### config.mk
export PLATFORM = sky130hd
export DESIGN_NAME = tt_um_addon
export DESIGN_NICKNAME = d
export VERILOG_FILES = /design/src/hyp_pkg.sv /design/src/hyp_square_stage.sv /design/src/hyp_sum_stage.sv /design/src/hyp_root_step.sv /design/src/hyp_root_pipe.sv /design/src/tt_um_addon.sv
export VERILOG_INCLUDE_DIRS = /design/src
export SDC_FILE = /design/constraint.sdc
export NUM_CORES = 1
export LEC_CHECK = 0
export BUFFER_PORTS_ARGS = -buffer_cell sky130_fd_sc_hd__buf_2
export CORE_UTILIZATION = 60
export DETAILED_ROUTE_END_ITERATION = 10
export PLACE_DENSITY = 0.78
export SYNTH_ARGS = -nofsm -noshare
export SYNTH_HDL_FRONTEND = slang
export SYNTH_SLANG_ARGS = --single-unit
### constraint.sdc
create_clock -name clk -period 8.7 [get_ports clk]
set_input_delay 0.87 -clock clk [delete_from_list [all_inputs] [get_ports clk]]
set_output_delay 0.87 -clock clk [all_outputs]
set_load 0.005 [all_outputs]
### src/hyp_config.svh
`ifndef HYP_CONFIG_SVH
`define HYP_CONFIG_SVH

// Datapath widths for the vector magnitude pipeline

// Operand width, one tile input byte each
`define HYP_IN_W 8

// Square of one operand
`define HYP_SQ_W 16

// Sum of both squares, full width with carry
`define HYP_SUM_W 17

// Root of the 17-bit radicand, max 360
`define HYP_ROOT_W 9

// Saturated result on uo_out
`define HYP_OUT_W 8

`endif

### src/hyp_pkg.sv
`include "hyp_config.svh"

package hyp_pkg;

    // One unsigned input operand
    typedef logic [`HYP_IN_W-1:0] operand_t;

    // Product of an operand with itself
    typedef logic [`HYP_SQ_W-1:0] square_t;

    // Radicand, x*x + y*y without carry loss
    typedef logic [`HYP_SUM_W-1:0] sumsq_t;

    // Partial root while stepping, final floor root at the end
    typedef logic [`HYP_ROOT_W-1:0] root_t;

    // Output byte after saturation
    typedef logic [`HYP_OUT_W-1:0] pix_t;

endpackage

### src/hyp_square_stage.sv
`timescale 1ns/100ps

module hyp_square_stage (
    input  logic              clk,      // Tile clock
    input  logic              rst_n,    // Async reset, active low
    input  logic              ena,      // Pipeline advance
    input  hyp_pkg::operand_t x,        // From ui_in
    input  hyp_pkg::operand_t y,        // From uio_in
    output hyp_pkg::square_t  square_x, // Registered x*x
    output hyp_pkg::square_t  square_y  // Registered y*y
);

    import hyp_pkg::*;

    square_t prod_x; // Combinational x*x
    square_t prod_y; // Combinational y*y

    // 8x8 unsigned product fits 16 bits exactly
    always_comb begin
        prod_x = square_t'(x) * square_t'(x);
        prod_y = square_t'(y) * square_t'(y);
    end

    // Stage 1 registers
    always_ff @(posedge clk or negedge rst_n) begin
        if (!rst_n) begin
            square_x <= '0; // Root of zero is zero
            square_y <= '0;
        end else if (ena) begin
            square_x <= prod_x; // Sample on enabled edge only
            square_y <= prod_y;
        end
    end

endmodule

### src/hyp_sum_stage.sv
`timescale 1ns/100ps

module hyp_sum_stage (
    input  logic             clk,      // Tile clock
    input  logic             rst_n,    // Async reset, active low
    input  logic             ena,      // Pipeline advance
    input  hyp_pkg::square_t square_x, // From stage 1
    input  hyp_pkg::square_t square_y, // From stage 1
    output hyp_pkg::sumsq_t  sum_sq    // Radicand for the root pipe
);

    import hyp_pkg::*;

    sumsq_t sum_next; // Full-width sum before the register

    // Zero-extend both squares so the carry lands in bit 16
    always_comb begin
        sum_next = sumsq_t'(square_x) + sumsq_t'(square_y);
    end

    // Stage 2 register
    always_ff @(posedge clk or negedge rst_n) begin
        if (!rst_n) begin
            sum_sq <= '0;
        end else if (ena) begin
            sum_sq <= sum_next; // Max 130050
        end
    end

endmodule

### src/hyp_root_step.sv
`timescale 1ns/100ps
`include "hyp_config.svh"

module hyp_root_step #(
    parameter int BIT_POS = 0 // Root bit decided here, 8 down to 0
) (
    input  logic            clk,      // Tile clock
    input  logic            rst_n,    // Async reset, active low
    input  logic            ena,      // Pipeline advance
    input  hyp_pkg::sumsq_t rad_in,   // Radicand of this pair
    input  hyp_pkg::root_t  root_in,  // Bits above BIT_POS already final
    output hyp_pkg::sumsq_t rad_out,  // Radicand, delayed with the root
    output hyp_pkg::root_t  root_out  // Root with BIT_POS decided
);

    import hyp_pkg::*;

    localparam int PROD_W = 2 * `HYP_ROOT_W; // Square of a 9-bit trial root

    root_t             trial_root; // root_in with BIT_POS set
    logic [PROD_W-1:0] trial_sq;   // trial_root squared, no overflow
    logic              keep_bit;   // Trial fits under the radicand
    root_t             root_next;  // Root after this step

    // Trial root, lower bits still zero
    always_comb begin
        trial_root = root_in | (root_t'(1) << BIT_POS);
    end

    // Exact square at 18 bits
    always_comb begin
        trial_sq = PROD_W'(trial_root) * PROD_W'(trial_root);
    end

    // Restoring decision
    // Keep the bit only while trial^2 <= radicand, so the root stays a floor
    always_comb begin
        keep_bit = (trial_sq <= PROD_W'(rad_in));
        if (keep_bit) begin
            root_next = trial_root;
        end else begin
            root_next = root_in; // Bit stays clear
        end
    end

    // Step register
    // Radicand travels alongside so every pair in flight keeps its own
    always_ff @(posedge clk or negedge rst_n) begin
        if (!rst_n) begin
            rad_out  <= '0;
            root_out <= '0;
        end else if (ena) begin
            rad_out  <= rad_in;    // Unchanged, just delayed
            root_out <= root_next; // One more bit settled
        end
    end

endmodule

### src/hyp_root_pipe.sv
`timescale 1ns/100ps
`include "hyp_config.svh"

module hyp_root_pipe (
    input  logic            clk,       // Tile clock
    input  logic            rst_n,     // Async reset, active low
    input  logic            ena,       // Pipeline advance
    input  hyp_pkg::sumsq_t sum_sq,    // Radicand from the sum stage
    output hyp_pkg::pix_t   magnitude  // Saturated floor root
);

    import hyp_pkg::*;

    localparam int STEPS = `HYP_ROOT_W; // One step per root bit
    localparam int MSB   = `HYP_ROOT_W - 1; // Bit 8, set only above 255

    // Chain taps; index k feeds step k
    sumsq_t rad_chain  [0:STEPS-1]; // Radicands into each step
    root_t  root_chain [0:STEPS];   // Partial roots, last entry is final

    pix_t   sat_next; // Saturated value before the output register

    // Chain head
    assign rad_chain[0]  = sum_sq;
    assign root_chain[0] = '0; // No bits decided yet

    // Nine steps, MSB first
    // Step k decides bit STEPS-1-k
    genvar k;
    generate
        for (k = 0; k < STEPS; k++) begin : g_step
            if (k < STEPS - 1) begin : g_mid
                hyp_root_step #(
                    .BIT_POS (STEPS - 1 - k)
                ) u_step (
                    .clk      (clk),
                    .rst_n    (rst_n),
                    .ena      (ena),
                    .rad_in   (rad_chain[k]),
                    .root_in  (root_chain[k]),
                    .rad_out  (rad_chain[k+1]),  // Next step's radicand
                    .root_out (root_chain[k+1])
                );
            end else begin : g_last
                hyp_root_step #(
                    .BIT_POS (STEPS - 1 - k)     // Bit 0
                ) u_step (
                    .clk      (clk),
                    .rst_n    (rst_n),
                    .ena      (ena),
                    .rad_in   (rad_chain[k]),
                    .root_in  (root_chain[k]),
                    .rad_out  (),                // Radicand not needed past bit 0
                    .root_out (root_chain[k+1])  // Final floor root
                );
            end
        end
    endgenerate

    // Saturation
    // Any root above 255 has bit 8 set, so that bit alone decides
    always_comb begin
        if (root_chain[STEPS][MSB]) begin
            sat_next = '1; // Clamp to 255
        end else begin
            sat_next = root_chain[STEPS][`HYP_OUT_W-1:0];
        end
    end

    // Output register, the tenth stage of this block
    always_ff @(posedge clk or negedge rst_n) begin
        if (!rst_n) begin
            magnitude <= '0;
        end else if (ena) begin
            magnitude <= sat_next; // Holds while ena is low
        end
    end

endmodule

### src/tt_um_addon.sv
`timescale 1ns/100ps

module tt_um_addon (
    input  logic [7:0] ui_in,   // Operand x
    input  logic [7:0] uio_in,  // Operand y
    output logic [7:0] uo_out,  // Saturated magnitude
    output logic [7:0] uio_out, // Bidir output path, unused
    output logic [7:0] uio_oe,  // Bidir enables, all input
    input  logic       clk,     // Tile clock
    input  logic       rst_n,   // Async reset, active low
    input  logic       ena      // Level strobe, advances the pipeline
);

    import hyp_pkg::*;

    square_t square_x; // Stage 1 to stage 2
    square_t square_y;
    sumsq_t  sum_sq;   // Stage 2 to root pipe

    // Stage 1, squares
    hyp_square_stage u_square (
        .clk      (clk),
        .rst_n    (rst_n),
        .ena      (ena),
        .x        (ui_in),
        .y        (uio_in),
        .square_x (square_x),
        .square_y (square_y)
    );

    // Stage 2, full-width sum
    hyp_sum_stage u_sum (
        .clk      (clk),
        .rst_n    (rst_n),
        .ena      (ena),
        .square_x (square_x),
        .square_y (square_y),
        .sum_sq   (sum_sq)
    );

    // Stages 3 to 12, root steps plus saturating output
    hyp_root_pipe u_root (
        .clk       (clk),
        .rst_n     (rst_n),
        .ena       (ena),
        .sum_sq    (sum_sq),
        .magnitude (uo_out)
    );

    // Bidir pins unused by this tile
    assign uio_out = 8'h00;
    assign uio_oe  = 8'h00; // All pins left as inputs

endmodule

==> results.py <==
metrics = {
    "finish": {
        "layout-drive-gt1-share": 0.106,
        "diodes": 0,
        "final-seq-area_um2": 5910,
        "fillers": 2583,
        "finalNetCount": 2512,
        "multiInputGateArea_um2": 13100,
        "area_delta_synth_final_pct": 7.17,
    },
    "place": {
        "gp_congestion": 0.859,
        "io_buffers": 26,
        "dpl.hpwl_um": 29900,
    },
    "global_routing": {
        "grt_first_pass_wirelength_um": 70500,
        "grt_max_degree": 130,
        "grt_pass1_vias": 15038,
        "overflow": 0,
        "grt_usage": 0.241,
        "antenna_found_initial": 0,
    },
    "timing": {
        "maxSlewHeadroom": 0.286,
        "period_minus_slack_ns": 5.95,
        "skew_ns": 0.0288,
        "fin_crit_sh": 0.684,
        "fmax_mhz": 168,
        "finalMaxSlewViolations": 0,
        "worst_slew_pin_slew_ns": 1.07,
        "setup_tns_ns": 0,
        "finalSetupViolations": 0,
        "rsz0062_at_grt": "false",
        "finalHoldViolCount": 0,
    },
    "cts": {
        "path_clk_slew_ns": 0.06,
        "clock-sinks": 236,
        "ctsHoldBuffers": 0,
        "root_buffer": "clkbuf_16",
        "insertion_delay_ns": 0.56,
        "htree_levels": 1,
        "cts_made_buffers": 27,
        "clock_path_buffers": 3,
        "cts_tree": "yes",
        "post_cts_resized": 0,
        "postCtsSetupBuffers": 0,
    },
    "floorplanning": {
        "io_pins": 43,
        "dieArea_um2": 34800,
        "die_width_um": 187,
        "rows": 67,
        "start_util": 0.610,
        "coreArea_um2": 33500,
        "die_height_um": 187,
    },
    "synthesis": {
        "synthFlopType": "dfrtp_1",
        "ys_seq_elements": 236,
        "synth_cells": 2080,
        "netlist-cell-type-count": 66,
        "syn_avg_cell_area_um2": 9.83,
        "syn_area_um2": 20400,
        "synthArstFlopShare": 1.00,
        "yosys_warnings": 0,
        "ys_seq_area_frac": 0.289,
        "synth_edf_count": 0,
    },
    "worst_setup_path": {
        "critPathMaxFanout": 13,
        "critical_path.max_stage_delay_ns": 0.62,
        "worst-path-stages": 20,
        "crit_buf_inv": 5,
        "endpoint_kind": "flop",
        "cpMostUsedCell": "inv_1",
        "path_class": "reg2reg",
        "reg2reg_depth": 20,
        "slowest_stage": "dfrtp_1",
        "cp-start-kind": "flop",
        "crit_arrival_ns": 6.32,
        "cp-endpoint": "u_root.g_step[8].g_last.u_step.root_out[0]$_DFFE_PN0P_",
        "reg2reg_to": "u_root.g_step[8].g_last.u_step.root_out[0]$_DFFE_PN0P_",
        "r2r_setup_slack_ns": 2.75,
        "cp.required_ns": 9.06,
        "crit_chain": "inv_1 -> nor2_1 -> inv_1 -> fa_1 -> inv_1 -> fa_1 -> inv_1 -> fa_1 -> fa_1 -> inv_1 -> ha_1 -> o21a_1 -> o21ai_0 -> a31oi_1 -> o311ai_0 -> ha_1 -> and3_1 -> a41oi_1 -> a31oi_1 -> a21boi_0",
        "r2r_start": "u_root.g_step[7].g_mid.u_step.root_out[6]$_DFFE_PN0P_",
        "cp_top_family": "adder cells",
        "startpoint": "u_root.g_step[7].g_mid.u_step.root_out[6]$_DFFE_PN0P_",
    },
    "run_status": {
        "status": "finished clean",
    },
    "detailed_routing": {
        "wl_per_cell_um": 15.6,
        "vias": 14221,
        "via_per_inst": 5.59,
        "drtPass1Iterations": 5,
        "drt_iter0_drc": 752,
        "wl_um": 39700,
        "ant_nets": 0,
        "route.detailed.drc": 0,
    },
    "job": {
        "timing.max_cap.violations": 0,
    },
    "min_path": {
        "hold_class": "in2async",
    },
}
-- sequential cells by signal, summed over array words and instances (netlist names) --
signal,flops
u_square.square_x,15
u_root.magnitude,8
u_root.g_step.g_last.u_step.root_out,9
u_sum.sum_sq,17
u_root.g_step.g_mid.u_step.rad_out,136
u_root.g_step.g_mid.u_step.root_out,36
u_square.square_y,15
-- how the worst min path moves through the flow --
stage,end
global placement,u_root.g_step[5].g_mid.u_step.rad_out[15]$_DFFE_PN0P_
finish,u_root.g_step[2].g_mid.u_step.root_out[6]$_DFFE_PN0P_
detailed placement,u_root.g_step[5].g_mid.u_step.rad_out[13]$_DFFE_PN0P_
global route,u_root.g_step[2].g_mid.u_step.root_out[8]$_DFFE_PN0P_
floorplan,u_sum.sum_sq[7]$_DFFE_PN0P_
CTS,u_root.g_step[2].g_mid.u_step.root_out[6]$_DFFE_PN0P_
-- cells in the mapped netlist, types with 16 or more instances --
cell type / count / area [um^2]
o21ai_0: 115 / 576
nand2_1: 175 / 657
clkbuf_1: 49 / 184
and2_1: 76 / 475
dfrtp_1: 236 / 5910
xor2_1: 21 / 184
a21oi_1: 75 / 375
buf_4: 16 / 120
o21a_1: 23 / 173
nor2b_1: 18 / 113
inv_1: 308 / 1160
fa_1: 137 / 2740
ha_1: 280 / 3500
a21o_1: 25 / 188
nand2b_1: 17 / 106
nor2_1: 86 / 323
nor3_1: 23 / 115
mux2_2: 125 / 1410
xnor2_1: 91 / 797
-- cell type report --
cell class	instances	area share
Sequential cell	236	0.270
Inverter	308	0.0528
Clock inverter	17	0.0134
Multi-Input combinational cell	1472	0.597
Timing Repair Buffer	31	0.00857
Tap cell	448	0.0256
Clock buffer	32	0.0335
-- metrics by stage --
stage                util  setup slack, ns  hold slack, ns  cells  area, um^2
floorplan               -             3.52           0.443   2095       20500
global placement    0.623             2.92           0.461   2495       20900
detailed placement  0.623             2.81           0.468   2495       20900
CTS                 0.653             2.77           0.356   2544       21900
global route        0.653             2.22           0.362   2544       21900
finish              0.653             2.75           0.316   2544       21900
-- layer usage --
layer	track usage	up-vias	wire, um
met5	0	-	0
met4	0.0703	0	1040
met3	0.0288	72	1350
met2	0.419	208	19900
met1	0.315	7076	17400
li1	-	6865	-
-- layout by cell type, fill, tap and decap left out, types with 6 or more instances in the layout --
cell type and instances:
mux2_2 125, nand4_1 13, inv_1 308, xor2_1 21, dfrtp_1 236, o21ai_0 115, nand2b_1 17, nand3_1 13
and3_1 6, and2_1 76, xnor2_1 91, a31oi_1 12, conb_1 16, a211oi_1 9, o21a_1 23, nor2b_1 18
nor2_1 86, a21boi_0 6, bufinv_16 7, fa_1 137, or2_2 8, a21o_1 25, nor3_1 23, nand2_1 175
clkbuf_16 27, nor4b_1 6, buf_2 24, a21oi_1 75, nor4_1 10, ha_1 280, o211ai_1 10
-- cell families after synthesis --
group | synth area share
and+or+nand+nor | 0.116
adders and majority gates | 0.306
buffers and inverters | 0.0745
AOI/OAI and AO/OA | 0.0959
DFF | 0.289
muxes | 0.0706
xor gates and xnor gates | 0.0480
other | 0.000183
Power is not shown: default switching activity piles up to over one toggle a cycle in this logic, so the estimate is an artifact.
